===== config.mk =====
export PLATFORM = sky130hd
export DESIGN_NAME = spi_link_top
export DESIGN_NICKNAME = d
export VERILOG_FILES = /design/src/hw/spi_link_pkg.sv /design/src/hw/spi_byte_shifter.sv /design/src/hw/frame_decoder.sv /design/src/hw/rotation_monitor.sv /design/src/hw/spi_link_top.sv
export SDC_FILE = /design/constraint.sdc
export NUM_CORES = 1
export LEC_CHECK = 0
export BUFFER_PORTS_ARGS = -buffer_cell sky130_fd_sc_hd__clkbuf_2
export CAP_MARGIN = 40
export CORE_MARGIN = 10
export CORE_UTILIZATION = 58
export DETAILED_ROUTE_END_ITERATION = 10
export GPL_TIMING_DRIVEN = 0
export PLACE_DENSITY = 0.79
export SLEW_MARGIN = 20
export SYNTH_ARGS = -nofsm -noshare
export SYNTH_HDL_FRONTEND = slang
export SYNTH_SLANG_ARGS = --single-unit

===== constraint.sdc =====
create_clock -name sck -period 3 [get_ports sck]
set_input_delay 0 -clock sck [delete_from_list [all_inputs] [get_ports sck]]
set_output_delay 0 -clock sck [all_outputs]
set_load 0.05 [all_outputs]

===== src/hw/spi_link_pkg.sv =====
// Constants and types shared by the SPI link. Configuration width is fixed at six bytes.
`default_nettype none

package spi_link_pkg;

    // Command byte that opens a configuration frame
    localparam logic [7:0] config_command = 8'hBF;
    // Command byte that requests a soft reset of the driver FPGA
    localparam logic [7:0] reset_command = 8'hA5;
    // Reply byte while a Hall sensor change waits to be reported
    localparam logic [7:0] rotation_byte = 8'h4C;
    // Reply byte with nothing to report, also the miso level between frames
    localparam logic [7:0] idle_byte = 8'hFF;

    // Data bytes that follow config_command in one frame
    localparam int config_bytes = 6;

    // One received byte as handed from the shifter to the decoder
    typedef struct packed {
        logic       valid;
        logic       first;
        logic [7:0] data;
    } rx_byte_s;

    // Driver setpoints as seen by the motor drivers, drv0 in the low bits
    typedef struct packed {
        logic [15:0] drv2;
        logic [15:0] drv1;
        logic [15:0] drv0;
    } driver_cfg_s;

    // The decoder fills the word byte by byte while the drivers read it by field
    typedef union packed {
        logic [config_bytes-1:0][7:0] octet;
        driver_cfg_s                  drv;
    } drive_config_u;

    // Value after power-on reset and after a soft reset
    localparam drive_config_u default_config = '0;

    // Decoder states, IDLE waits for a command and COLLECT takes data bytes
    typedef enum logic {
        DEC_IDLE,
        DEC_COLLECT
    } decoder_state_e;

endpackage

`default_nettype wire


===== src/hw/spi_byte_shifter.sv =====
// SPI mode 0 slave on sck; a byte cut short by ss rising is dropped and never reported.
`default_nettype none

module spi_byte_shifter import spi_link_pkg::*; (
    input  logic     sck,
    input  logic     nrst,
    input  logic     ss,
    input  logic     mosi,
    output logic     miso,
    input  logic     rotation_pending,
    output logic     rotation_sent,
    output rx_byte_s rx_byte
);

    // Bit position inside the current byte slot
    logic [2:0] bit_cnt;
    // Receive and transmit shift registers, both MSB first
    logic [7:0] rx_sr;
    logic [7:0] tx_sr;
    // High until the first complete byte of a frame has been delivered
    logic       first_pend;
    // Registered form of the received byte
    logic       rx_valid;
    logic       rx_first;
    logic [7:0] rx_data;
    // Start of a byte slot inside a frame
    logic       slot_start;
    // Eighth bit of a byte is being sampled at this edge
    logic       byte_done;

    assign slot_start = !ss && (bit_cnt == 3'd0);
    assign byte_done  = !ss && (bit_cnt == 3'd7);

    // The rotation byte is handed out in the same cycle the slot is loaded
    assign rotation_sent = slot_start && rotation_pending;

    // Outside a frame the line idles high
    assign miso = ss ? 1'b1 : tx_sr[7];

    assign rx_byte = '{valid: rx_valid, first: rx_first, data: rx_data};

    // The counter wraps after eight bits and restarts on every ss fall
    always_ff @(posedge sck or negedge nrst) begin
        if (!nrst) begin
            bit_cnt <= '0;
        end else if (ss) begin
            bit_cnt <= '0;
        end else begin
            bit_cnt <= bit_cnt + 3'd1;
        end
    end

    always_ff @(posedge sck) begin
        if (!ss) begin
            rx_sr <= {rx_sr[6:0], mosi};
        end
    end

    // Any time spent with ss high marks the next full byte as first of frame
    always_ff @(posedge sck or negedge nrst) begin
        if (!nrst) begin
            first_pend <= 1'b1;
            rx_valid   <= 1'b0;
        end else begin
            rx_valid <= byte_done;
            if (ss) begin
                first_pend <= 1'b1;
            end else if (byte_done) begin
                first_pend <= 1'b0;
            end
        end
    end

    // Byte content, taken with the last mosi bit folded in
    always_ff @(posedge sck) begin
        if (byte_done) begin
            rx_data  <= {rx_sr[6:0], mosi};
            rx_first <= first_pend;
        end
    end

    // Load the reply at each slot start, then shift ones in behind it
    always_ff @(posedge sck or negedge nrst) begin
        if (!nrst) begin
            tx_sr <= idle_byte;
        end else if (slot_start) begin
            tx_sr <= rotation_pending ? rotation_byte : idle_byte;
        end else if (!ss) begin
            tx_sr <= {tx_sr[6:0], 1'b1};
        end
    end

    // A byte is only reported when ss stayed low for all eight samples
    assert property (@(posedge sck) disable iff (!nrst)
        ss |=> !rx_byte.valid [*8]);

    // A sent report was pending and the rotation byte is what went on the line
    assert property (@(posedge sck) disable iff (!nrst)
        rotation_sent |-> rotation_pending ##1 (tx_sr == rotation_byte));

endmodule

`default_nettype wire


===== src/hw/frame_decoder.sv =====
// Command decoder; a configuration commits only when all six data bytes arrive in one frame.
`default_nettype none

module frame_decoder import spi_link_pkg::*; (
    input  logic          sck,
    input  logic          nrst,
    input  rx_byte_s      rx_byte,
    output drive_config_u drive_config,
    output logic          new_config,
    output logic          soft_reset
);

    decoder_state_e state;
    // Index of the next data byte within the configuration
    logic [2:0]     byte_cnt;
    // Configuration under assembly, not visible to the drivers
    drive_config_u  staging;
    // Staging contents with the current byte already placed
    drive_config_u  staging_next;
    // Current byte is the last data byte of a configuration frame
    logic           last_byte;
    // Current byte is a data byte of an open configuration frame
    logic           data_byte;

    assign data_byte = rx_byte.valid && !rx_byte.first && (state == DEC_COLLECT);
    assign last_byte = data_byte && (byte_cnt == 3'(config_bytes - 1));

    always_comb begin
        staging_next = staging;
        staging_next.octet[byte_cnt] = rx_byte.data;
    end

    // Data bytes land by index, byte 0 first
    always_ff @(posedge sck) begin
        if (data_byte) begin
            staging <= staging_next;
        end
    end

    // A first byte always restarts command interpretation
    always_ff @(posedge sck or negedge nrst) begin
        if (!nrst) begin
            state    <= DEC_IDLE;
            byte_cnt <= '0;
        end else if (rx_byte.valid && rx_byte.first) begin
            byte_cnt <= '0;
            if (rx_byte.data == config_command) begin
                state <= DEC_COLLECT;
            end else begin
                state <= DEC_IDLE;
            end
        end else if (last_byte) begin
            state    <= DEC_IDLE;
            byte_cnt <= '0;
        end else if (data_byte) begin
            byte_cnt <= byte_cnt + 3'd1;
        end
    end

    // Commit and soft reset share the output register, so they cannot collide
    always_ff @(posedge sck or negedge nrst) begin
        if (!nrst) begin
            drive_config <= default_config;
            new_config   <= 1'b0;
            soft_reset   <= 1'b0;
        end else begin
            new_config <= 1'b0;
            soft_reset <= 1'b0;
            if (rx_byte.valid && rx_byte.first && rx_byte.data == reset_command) begin
                drive_config <= default_config;
                soft_reset   <= 1'b1;
            end else if (last_byte) begin
                // All 48 bits reach the drivers at one edge
                drive_config <= staging_next;
                new_config   <= 1'b1;
            end
        end
    end

    assert property (@(posedge sck) disable iff (!nrst)
        !(new_config && soft_reset));

    // The counter stays inside the data field and is parked outside a frame
    assert property (@(posedge sck) disable iff (!nrst)
        (byte_cnt < config_bytes) && (state == DEC_IDLE -> byte_cnt == '0));

endmodule

`default_nettype wire


===== src/hw/rotation_monitor.sv =====
// Hall change detector; hall lines are taken as low at reset release, else one report fires.
`default_nettype none

module rotation_monitor (
    input  logic       sck,
    input  logic       nrst,
    input  logic [2:0] hall,
    input  logic       rotation_sent,
    output logic       rotation_pending
);

    // Two-flop synchroniser for the asynchronous sensor lines
    logic [2:0] hall_meta;
    logic [2:0] hall_sync;
    // Synchronised value one cycle older
    logic [2:0] hall_prev;
    // Any sensor toggled since the last cycle
    logic       hall_change;

    assign hall_change = (hall_sync != hall_prev);

    always_ff @(posedge sck or negedge nrst) begin
        if (!nrst) begin
            hall_meta <= '0;
            hall_sync <= '0;
            hall_prev <= '0;
        end else begin
            hall_meta <= hall;
            hall_sync <= hall_meta;
            hall_prev <= hall_sync;
        end
    end

    // Sticky flag; a change seen in the cycle of a report keeps it set
    always_ff @(posedge sck or negedge nrst) begin
        if (!nrst) begin
            rotation_pending <= 1'b0;
        end else if (hall_change) begin
            rotation_pending <= 1'b1;
        end else if (rotation_sent) begin
            rotation_pending <= 1'b0;
        end
    end

    // Only the shifter's report may consume a pending rotation
    assert property (@(posedge sck) disable iff (!nrst)
        $fell(rotation_pending) |-> $past(rotation_sent));

endmodule

`default_nettype wire


===== src/hw/spi_link_top.sv =====
// SPI control link top, all logic on sck in mode 0 with ss active low.
`default_nettype none

module spi_link_top import spi_link_pkg::*; (
    input  logic          sck,
    input  logic          nrst,
    input  logic          ss,
    input  logic          mosi,
    input  logic [2:0]    hall,
    output logic          miso,
    output drive_config_u drive_config,
    output logic          new_config,
    output logic          soft_reset
);

    rx_byte_s rx_byte;
    logic     rotation_pending;
    logic     rotation_sent;

    // Bit level SPI and choice of reply byte
    spi_byte_shifter u_shifter (
        .sck              (sck),
        .nrst             (nrst),
        .ss               (ss),
        .mosi             (mosi),
        .miso             (miso),
        .rotation_pending (rotation_pending),
        .rotation_sent    (rotation_sent),
        .rx_byte          (rx_byte)
    );

    // Commands and configuration
    frame_decoder u_decoder (
        .sck          (sck),
        .nrst         (nrst),
        .rx_byte      (rx_byte),
        .drive_config (drive_config),
        .new_config   (new_config),
        .soft_reset   (soft_reset)
    );

    // Hall sensors feed the pending report back to the shifter
    rotation_monitor u_rotation (
        .sck              (sck),
        .nrst             (nrst),
        .hall             (hall),
        .rotation_sent    (rotation_sent),
        .rotation_pending (rotation_pending)
    );

endmodule

`default_nettype wire


# Word-level counts from Yosys, hierarchy flattened
# Index checks and enable logic that the tools add are counted.
# W data, S select, Z words.
# word_totals
wordCells	67
regBits	141
in_bits	7
# classes
eq_ne	6
muxes	23
n_lt_le_gt_ge	2
addsub	2
reduce_logical	17
# ops
op	count
$mux W48	2
$bwmux W48	1
$mux W8	4
$demux W8 S3	1
$eq A8 B8 Y1 const B	2
$mux W3	4
$mux W1	11
$logic_and A1 B1 Y1	9
$reduce_bool A2 Y1	4
$add A3 B1 Y3 const B	2
$eq A3 B3 Y1 const B	2
$lt A3 B4 Y1 const B	1
$ge A3 B1 Y1 const B	1
$logic_not A3 Y1	1
$ne A3 B3 Y1	1
$reduce_bool A3 Y1	1
$logic_not A1 Y1	2
$ne A2 B1 Y1 const B	1

# Longest topological paths before layout
# Gate-level depths: netlist of the first run.
# depth
depth_word	7
depth_mapped	8
depth_no_buf	5

# Cells and area by module
# A second synthesis of the first run with hierarchy kept.
# unflattened
cells_unflattened	385
area_unflattened_um2	5754.3
# by_module_without_submodules
mod	n_inst	cells_per_inst	seq_area_each_um2	area_per_inst_um2
frame_decoder	1	302	2792.7	4391.7
spi_byte_shifter	1	68	817.0	1073.5
rotation_monitor	1	15	250.2	289.0

# Least setup slack after synthesis of the first run
# No wires, ideal clock.
# synth_path
path_type	reg-to-reg
from	register u_shifter.rx_first
to	register u_decoder.byte_cnt[0]
synth_period_minus_slack_ps	2249
arrival_ps	2163
path_stages_with_launch	6
setup_slack_ps	751
path_buffers	1
cell_sequence	edfxtp_1 -> nand3b_1 -> clkbuf_1 -> inv_1 -> nand2_1 -> o21ai_0
# synth_via
elab_chain_len	6
# synth_lines
element	line_no	rtl
start: declaration	spi_byte_shifter.sv:24	logic rx_first;
start signal: assignment	spi_byte_shifter.sv:78	rx_first <= first_pend;
$logic_not A1 Y1 (*)	frame_decoder.sv:25	assign data_byte = rx_byte.valid && !rx_byte.first && (state == DEC_COLLECT);
$logic_and A1 B1 Y1 (*) (2 in series)	frame_decoder.sv:25	
net u_decoder.data_byte	frame_decoder.sv:23	logic data_byte;
$logic_and A1 B1 Y1	frame_decoder.sv:26	assign last_byte = data_byte && (byte_cnt == 3'(config_bytes - 1));
$mux W3	frame_decoder.sv:52	end else if (last_byte) begin
$mux W3	frame_decoder.sv:45	end else if (rx_byte.valid && rx_byte.first) begin
end signal: assignment	frame_decoder.sv:56	byte_cnt <= byte_cnt + 3'd1;
end: declaration	frame_decoder.sv:15	logic [2:0] byte_cnt;
# Mark *: on every way through the listed nets, which the timed path passes. The rest lies on a longest branch.
# A chain may end at the register's enable or synchronous reset.

# Worst setup path in the final report of the first run
# layout_path
from	register u_shifter.rx_first
to	register u_decoder.staging[43] (netlist name), enable pin
# layout_via
elab_chain_len	3
# layout_lines
element	line_no	rtl
$logic_not A1 Y1	frame_decoder.sv:25	
$logic_and A1 B1 Y1 (2 in series)	frame_decoder.sv:25	
net u_decoder.data_byte	frame_decoder.sv:23	
end signal: assignment	frame_decoder.sv:36	staging <= staging_next;
end: declaration	frame_decoder.sv:17	drive_config_u staging;
# The timed path passes the listed nets, and every way through them passes these cells.

==> run summary, run 1 <==
The initial utilization of the core area, before any placement, comes to 59.0%. TritonCTS built the clock tree. The slowest stage of the critical path belongs to the cell sky130_fd_sc_hd__inv_2. The final number of max-transition violations came out at 0. The clock network latency to the later pin of the worst-skew pair came out at 520 ps. The portion of the clock cycle consumed by the worst path in the final layout came out at 70.2%. The kind of launch point of the worst setup path is a register. The required time of the critical path came out at 3210 ps.

IR analysis of the VDD net gives a maximum drop of 378 uV. The cell area after technology mapping is 5680 sq um. The critical path is of the reg -> reg type. Leaving out fill and tap cells, the most frequent cells in the layout are sky130_fd_sc_hd__dfrtp_1, sky130_fd_sc_hd__edfxtp_1, sky130_fd_sc_hd__o21ai_0. The first global-routing pass estimated 19100 um of wire. Data on the critical path arrives at its endpoint at 2320 ps. The clock tree synthesis step divided the H-tree into 4 levels. The largest net degree at the start of global routing is 46.

Walking the worst path, the cells encountered are nand3b_1 -> clkbuf_1 -> inv_2 -> buf_12. The power per cell area came out at 607 nW/um^2. The TritonCTS buffer count came out at 17. The post-synth net total came out at 398.

The layout-stage area growth over the synthesis result is 20.0%. Global routing used 17.0% of the available tracks. In this run the worst setup path terminates at u_decoder.staging[43]. The total congestion overflow is 0. The number of maximum-capacitance constraint violations is 0.

The via count of the first global-routing pass was 3634. In this run, the number of DRC markers left after iteration 0 of detailed routing was 308. The kind of capture point of the worst setup path is a register. The min-delay analysis places its worst path in the category in -> async. In this run the clock root is driven by a sky130_fd_sc_hd__clkbuf_8. The floorplan step defined a die boundary enclosing 14200 sq um. For this run, design rule violations remaining after detail routing come to 0. After the last flow step, the layout net total stands at 482. The fill cell instance count of the final layout came out at 653. The final weighted congestion of routability-driven global placement came out at 0.822. The half-perimeter wire length after placement came out at 7690 um. The first TritonRoute pass finished after 4 iterations. The final setup TNS came out at 0 ps.

For the pin with the worst max-slew slack, the measured transition is 556 ps. A synthesized cell averages 14.7 sq um. The worst flop-to-flop path startpoint is u_shifter.rx_first. The sink count of the clock tree came out at 141. In this design, the stage delay of the slowest critical-path cell is 460 ps. The relative max-transition margin came out at 62.8%. The number of buffers and inverters on the critical path is 3.

The maximum clock path buffer count is 2. The total setup violations reported at the end of the flow came out at 0. The library cell used most frequently in the layout, excluding fill and tap cells, is sky130_fd_sc_hd__dfrtp_1. The worst register-to-register path has a setup slack of 900 ps. The count of boundary I/O pins came out at 58. The endpoint identified for the worst register-to-register timing path is u_decoder.staging[43].

The post-route netlist has 33.5% of its cells at a drive strength greater than 1. Counting every instance in the synthesized netlist gives 386. The core area came out at 9640 sq um.

The highest clock frequency the design can meet is 475 MHz. The clock edge transition at the registers on the reported setup and hold paths is 60 ps. The routed layout has 3554 vias.

The number of instances resized during post-cts repair is 0. The number of antenna violations at the first check in global routing is 0. The standby leakage power came out at 0.00256 uW. Using the TritonRoute via totals, the vias-per-cell ratio works out to 5.77.

The family with the most delay on the worst path is buffers and inverters. Counting cells, the worst reg-to-reg path comes to 4. The port buffer count is 56.

The number of antenna repair diodes came out at 0. The horizontal die dimension came out at 119 um. Along the worst path, the maximum fanout reaches 27. Setup repair after global routing left no endpoint under its margin.

In the synthesized netlist the dominant register cell turns out to be sky130_fd_sc_hd__dfrtp_1. The post-synthesis async set-or-reset flop share came out at 54.6%. The cell count along the critical path is 4.

The beginning of the critical path is u_shifter.rx_first. The hold violation count in the final report came out at 0. The multi-input gate area in the final layout came out at 1670 sq um. Measured along the y axis, the die boundary spans 119 um. Counting distinct cell types in the post-synthesis netlist gives 35.

The register area is 3860 sq um. On the final layout, the worst hold slack is 9.46 ps. Counting I/O delays and the setup requirement, the final critical path takes 2100 ps. The fraction of the yosys area taken by sequential cells came out at 67.9%. In this run, synthesis produced a sequential element count of 141.

The yosys synthesis warning count came out at 0. The run finished with clean final reports. The count of nets left with antenna violations once routing finished came out at 0. The worst clock skew is 9.04 ps.

After floorplanning, the core was divided into 36 placement rows. The routed wire length per instance is 19.2 um. The overall routed net length came out at 11800 um. The number of flops mapped to enable cells by yosys came out at 64.
==> kinds of logic after synthesis <==
group	count (synthesis)	share of synthesized area (%)
flip-flops	141	67.9
AO/OA/AOI/OAI	119	13.8
multiplexers	48	9.51
AND/OR/NAND/NOR	38	4.49
buffers and inverters	32	2.71
adder cells (fa/ha/maj)	5	1.10
XOR/XNOR	3	0.462
==> worst register-to-register path, stage by stage (launching register included) <==
cell                       delay, ps
sky130_fd_sc_hd__edfxtp_1        430
sky130_fd_sc_hd__nand3b_1        340
sky130_fd_sc_hd__clkbuf_1        300
sky130_fd_sc_hd__inv_2           460
sky130_fd_sc_hd__buf_12          260
==> worst min path at each step <==
stage	start	slack, ps	end	cells after the start
finish	nrst	9	u_decoder.drive_config[30]	2
global route	nrst	40	u_decoder.drive_config[30]	2
CTS	nrst	10	u_decoder.drive_config[30]	2
detailed placement	nrst	10	u_decoder.drive_config[34]	1
global placement	hall[0]	110	u_rotation.hall_meta[0]	1
floorplan	nrst	-300	u_decoder.byte_cnt[0]	0
==> synth_stat cells (4+ instances only) <==
cell type / n / area, sq um
sky130_fd_sc_hd__ha_1: 5 / 62.6
sky130_fd_sc_hd__nor2b_1: 4 / 25.0
sky130_fd_sc_hd__clkbuf_1: 12 / 45.0
sky130_fd_sc_hd__dfstp_2: 9 / 236
sky130_fd_sc_hd__a21oi_1: 5 / 25.0
sky130_fd_sc_hd__dfrtp_1: 68 / 1700
sky130_fd_sc_hd__nand3b_1: 4 / 30.0
sky130_fd_sc_hd__inv_1: 7 / 26.3
sky130_fd_sc_hd__nand2_1: 14 / 52.6
sky130_fd_sc_hd__o2bb2ai_1: 48 / 420
sky130_fd_sc_hd__o21ai_0: 61 / 305
sky130_fd_sc_hd__edfxtp_1: 64 / 1920
sky130_fd_sc_hd__buf_2: 5 / 25.0
sky130_fd_sc_hd__mux2_2: 48 / 541
==> per-stage QoR <==
step           setup WS, ps  total power, uW  util (%)  instance area [sq um]  std cells
3_3_place_gp            170             2190      63.6                   6130        575
2_1_floorplan           751             2150         -                   5680        386
4_1_cts                 890             4160      70.7                   6810        615
3_5_place_dp            895             2200      64.1                   6180        577
6_report                895             4140      70.7                   6820        616
5_1_grt                 748             4280      70.7                   6820        616
==> power by group <==
| group | internal (uW) | switching (uW) | total, uW |
|---|---|---|---|
| Sequential | 2060 | 19.2 | 2080 |
| Clock | 1230 | 738 | 1970 |
| Combinational | 33.5 | 56.6 | 90.1 |
==> state kept, by name (all words and copies together), names as in the netlist, 3 cells and up <==
name,count
u_decoder.byte_cnt,3
u_decoder.drive_config,48
u_decoder.staging,48
u_rotation.hall_meta,3
u_rotation.hall_prev,3
u_rotation.hall_sync,3
u_shifter.bit_cnt,3
u_shifter.rx_data,8
u_shifter.rx_sr,7
u_shifter.tx_sr,8
==> what timing repair did <==
action,4_1_cts,5_1_grt
hold buffers,6,0
buffers inserted,0,0
endpoints found under the hold margin,77,0
==> cell type report <==
| class | instances | share of cell area, % |
|---|---|---|
| Multi-Input combinational cell | 213 | 24.5 |
| Inverter | 7 | 0.385 |
| Buffer | 25 | 1.87 |
| Tap cell | 133 | 2.44 |
| Clock inverter | 4 | 0.330 |
| Timing Repair Buffer | 65 | 5.83 |
| Sequential cell | 141 | 56.6 |
| Clock buffer | 28 | 8.06 |
==> per-layer routing <==
metal	routed length [um]	track usage, %
met1	5030	21.0
met2	5970	27.4
met3	615	4.72
met4	192	7.63
met5	0	0
Note: power is estimated with default switching activity, not from simulation.
==> run 2, diff against run 1 <==
--- a/config.mk
+++ b/config.mk
@@ -5,13 +5,14 @@
 export SDC_FILE = /design/constraint.sdc
 export NUM_CORES = 1
 export LEC_CHECK = 0
+export ABC_AREA = 1
 export BUFFER_PORTS_ARGS = -buffer_cell sky130_fd_sc_hd__clkbuf_2
 export CAP_MARGIN = 40
 export CORE_MARGIN = 10
-export CORE_UTILIZATION = 58
+export CORE_UTILIZATION = 53
 export DETAILED_ROUTE_END_ITERATION = 10
 export GPL_TIMING_DRIVEN = 0
-export PLACE_DENSITY = 0.79
+export PLACE_DENSITY = 0.76
 export SLEW_MARGIN = 20
 export SYNTH_ARGS = -nofsm -noshare
 export SYNTH_HDL_FRONTEND = slang
==> constraint.sdc (replaced) <==
create_clock -name sck -period 1.9 [get_ports sck]
set_input_delay 0 -clock sck [delete_from_list [all_inputs] [get_ports sck]]
set_output_delay 0 -clock sck [all_outputs]
set_load 0.05 [all_outputs]
==> run 2 against run 1 <==
First-iteration DRC count grew 23%. Non-clock buffer count grew 2. Highest routed layer unchanged. Count of clock-buffer cells in the layout is 8 lower. Core utilization shrank 5.7 points. Critical path type unchanged.
==> run summary, run 2 <==
The final setup TNS came out at 0 ps (unchanged). The half-perimeter wire length after placement came out at 9020 um (+17%). The worst flop-to-flop path startpoint is u_decoder.byte_cnt[1].

The global-route wire length before repair is 22300 um (+17%). The height of the die is 125 um (+5.2%). The horizontal die dimension is 125 um (+5.2%). The number of antenna repair diodes is 0 (unchanged). The worst setup path is captured at a register. The routed wire length per instance is 17.2 um (-10%).

The core area is 10800 sq um (+12%). The maximum fanout encountered on the critical timing path came out at 10 (-63%). The portion of total power attributed to sequential cells is 51.7% (+1.4 points). The largest registers in the layout are u_decoder.drive_config x48, u_decoder.staging x48. The clock network latency to the later pin of the worst-skew pair came to 520 ps (about the same). TritonCTS built the clock tree. Yosys attributes the largest share of cell area to sky130_fd_sc_hd__edfxtp_1, sky130_fd_sc_hd__dfrtp_1, sky130_fd_sc_hd__nand2_1. The end of the worst register-to-register path is u_decoder.drive_config[2]. The clock network fraction of total power came out at 45.9% (-1.6 points). The flow ran to the end, and the final reports show no timing, DRC or antenna violations. The worst setup path is of the reg -> reg kind. The average cell area after synthesis came out at 10.6 sq um (-28%). The worst clock skew is 8.41 ps (-0.638 ps). The number of DRC markers after the initial detailed-route iteration came out at 380 (+23%). The standby leakage power is 0.00332 uW (+30%). The share of post-route cells with drive strength above 1 was 22.7% (-11 points). The yosys synthesis warning count is 0 (unchanged).

The fill cell instance count of the final layout was 840 (+29%). The worst hold slack was 130 ps (+120 ps). The post-detailed-route count of antenna-violating nets came to 0 (unchanged). The cell area after technology mapping came to 5870 sq um (+3.2%). The overall via count from detail_route is 4294 (+21%).

The hold violation count in the final report is 0 (unchanged). The clock period minus worst slack came out at 1770 ps (-331 ps). The buffers plus inverters on the worst setup path is 3 (unchanged). The final weighted congestion of routability-driven global placement came out at 0.862 (+4.8%). The highest clock frequency the design can meet came out at 564 MHz (+19%). Setup repair after global routing left no endpoint under its margin. The share of the synthesized area in the top cell type came to 32.8% (-1.1 points). The port buffer count is 57 (+1.8%). The synthesized flop and latch total came to 141 (unchanged).

The overall routed net length came out at 13700 um (+16%). The portion of the clock cycle consumed by the worst path in the final layout came out at 93.3% (+23 points). The number of antenna violations at the first check in global routing is 0 (unchanged).

The average via count per standard cell is 5.40 (-6.4%). The final worst-path setup slack is 126 ps (-769 ps). The total power of the final layout is 6340 uW (+53%). In the synthesized netlist, the cells that appear most often are sky130_fd_sc_hd__nand2_1, sky130_fd_sc_hd__nand3_1, sky130_fd_sc_hd__dfrtp_1. The switching power total is 1390 uW (+71%). The most common cell in the synthesized netlist is sky130_fd_sc_hd__nand2_1. The count of boundary I/O pins is 58 (unchanged). The root buffer selected by CTS is sky130_fd_sc_hd__clkbuf_8. Broken down by cell family, the worst path's largest delay share belongs to buffers and inverters. The layout-stage area growth over the synthesis result is 20.2%. Of all cell types, the one taking the most synthesized area is sky130_fd_sc_hd__edfxtp_1. The kind of launch point of the worst setup path is a register. The synthesized instance count came out at 553 (+43%).

The via count of the first global-routing pass is 4401 (+21%). The final number of max-transition violations is 0 (unchanged). The signal on the critical path passes through inv_2 -> ha_1 -> nand2_2 -> nor3_4 -> buf_4 -> buf_4 -> nand2_1 -> nand2_1. Leaving out fill and tap cells, the most frequent cell in the layout is sky130_fd_sc_hd__nand2_1. The relative max-transition margin was 48.0% (-15 points). The number of levels in the clock H-tree came to 4 (unchanged). The internal power is 4950 uW (+49%). The number of maximum-capacitance constraint violations came out at 0 (unchanged). The detailed-router iteration count before antenna repair is 6 (+2).

The top cell types in the final layout, fill and taps aside, are sky130_fd_sc_hd__nand2_1, sky130_fd_sc_hd__nand3_1, sky130_fd_sc_hd__dfrtp_1. The highest cell delay on the worst timing path was 450 ps (about the same). The worst reg-to-reg path cell count came out at 8 (+4). The total global routing track utilization came out at 17.6% (+0.53 points). The proportion of total power due to net switching came out at 21.9% (+2.2 points).

The reg-to-reg setup timing slack is 130 ps (-770 ps). The initial core utilization is 54.1% (-4.8 points). The required time of the critical path is 2360 ps (-850 ps). The post-synth net total is 565 (+42%). Among all flip-flop cells after synthesis, the most frequent one is sky130_fd_sc_hd__dfrtp_1.

The largest net degree at the start of global routing is 49 (+6.5%). The number of instances resized during post-cts repair is 0 (unchanged). The tightest min-delay check is of the in -> async type. The maximum clock path buffer count came out at 2 (unchanged). The fraction of the yosys area taken by sequential cells came out at 65.8% (-2.1 points). The proportion of power drawn by combinational gates came out at 2.4% (+0.2 points). The total congestion overflow came out at 0 (unchanged). The site row count came out at 38 (+5.6%). The number of flops mapped to enable cells by yosys was 64 (unchanged). The remaining routing DRC violations came to 0 (unchanged).

The power per cell area is 900 nW/um^2 (+48%). The cell count along the critical path is 8 (+4). The net count of the finished layout was 654 (+36%). The clock edge transition at the registers on the reported setup and hold paths came out at 60 ps (about the same).

The maximum ir drop on the vdd rail is 832 uV (+120%). The post-place setup slack came out at -143 ps (-1040 ps). The transition time at the pin with the least slew margin came out at 777 ps (+221 ps). The number of distinct library cells after synthesis came out at 28 (-20%). The sink count of the clock tree was 141 (unchanged). The critical path arrival is 2230 ps (-90 ps). The largest individual stage delay along the critical path comes from the cell sky130_fd_sc_hd__dfrtp_1. The post-synthesis async set-or-reset flop share is 54.6% (unchanged). The total setup violations reported at the end of the flow is 0 (unchanged). The full die area came out at 15700 sq um (+11%). The TritonCTS buffer count came out at 17 (unchanged).
run 2: per-stage QoR:
step	cell area [sq um]	std cells	utilization, %
after floorplan	5910	553	-
after global placement	6370	750	58.7
after detailed placement	6420	752	59.2
after CTS	7030	793	64.8
after global routing	7050	795	65.0
final	7050	795	65.0
run 2: layer usage:
| metal | track usage, % | up-vias | share of wire (%) |
|---|---|---|---|
| li1 | - | 2024 | - |
| met3 | 4.90 | 27 | 7.2 |
| met2 | 28.4 | 157 | 47 |
| met4 | 7.25 | 0 | 2.7 |
| met5 | 0 | - | 0 |
| met1 | 21.8 | 2086 | 43 |
run 2: power groups by stage:
stage          sequential (uW)  combinational, uW  clock (uW)
6_report                  3280                153        2910
3_5_place_dp              3330                137           0
5_1_grt                   3280                175        3100
2_1_floorplan             3330               68.8           0
4_1_cts                   3280                154        2960
3_3_place_gp              3330                121           0
run 2: cell type report:
type	count	area, sq um	share of cell area, %
clock inverter	12	87.6	1.24
timing repair buffer	69	438	6.21
tap	140	175	2.48
multi-input combinational	351	1740	24.6
inverter	39	146	2.08
buffer	23	170	2.41
sequential	141	3860	54.8
clock buffer	20	435	6.18
run 2: kinds of logic (layout without fill, tap and decap cells):
kind of cell | count (synthesis) | in the layout | synth area share [%]
DFF | 141 | 141 | 65.8
AOI/OAI and AO/OA | 44 | 44 | 4.44
buffers and inverters | 62 | 163 | 5.05
and+or+nand+nor | 297 | 298 | 23.1
adders and majority gates | 5 | 5 | 1.07
xor gates and xnor gates | 4 | 4 | 0.597
run 2: repair_timing:
| item | in CTS | in global routing |
|---|---|---|
| hold endpoints to repair | 86 | 0 |
| gates cloned | 1 | 0 |
| pin swaps | 1 | 1 |
| endpoints found under the setup margin | 50 | 16 |
| buffers inserted | 0 | 1 |
| hold buffers | 8 | 0 |
run 2: worst max path at each step:
| stage | from | end |
|---|---|---|
| 2_1_floorplan | u_shifter.rx_first | u_decoder.drive_config[10] |
| 3_3_place_gp | u_shifter.rx_first | u_decoder.drive_config[17] |
| 3_5_place_dp | u_shifter.rx_first | u_decoder.drive_config[11] |
| 4_1_cts | u_shifter.rx_first | u_decoder.drive_config[11] |
| 5_1_grt | u_decoder.byte_cnt[1] | u_decoder.drive_config[3] |
| 6_report | u_decoder.byte_cnt[1] | u_decoder.drive_config[2] |
run 2: worst register-to-register path, cell delays in order, from the launching register on:
cell and delay, ps:
sky130_fd_sc_hd__dfrtp_1 450, sky130_fd_sc_hd__inv_2 150, sky130_fd_sc_hd__ha_1 250, sky130_fd_sc_hd__nand2_2 110
sky130_fd_sc_hd__nor3_4 190, sky130_fd_sc_hd__buf_4 230, sky130_fd_sc_hd__buf_4 190, sky130_fd_sc_hd__nand2_1 80
sky130_fd_sc_hd__nand2_1 80
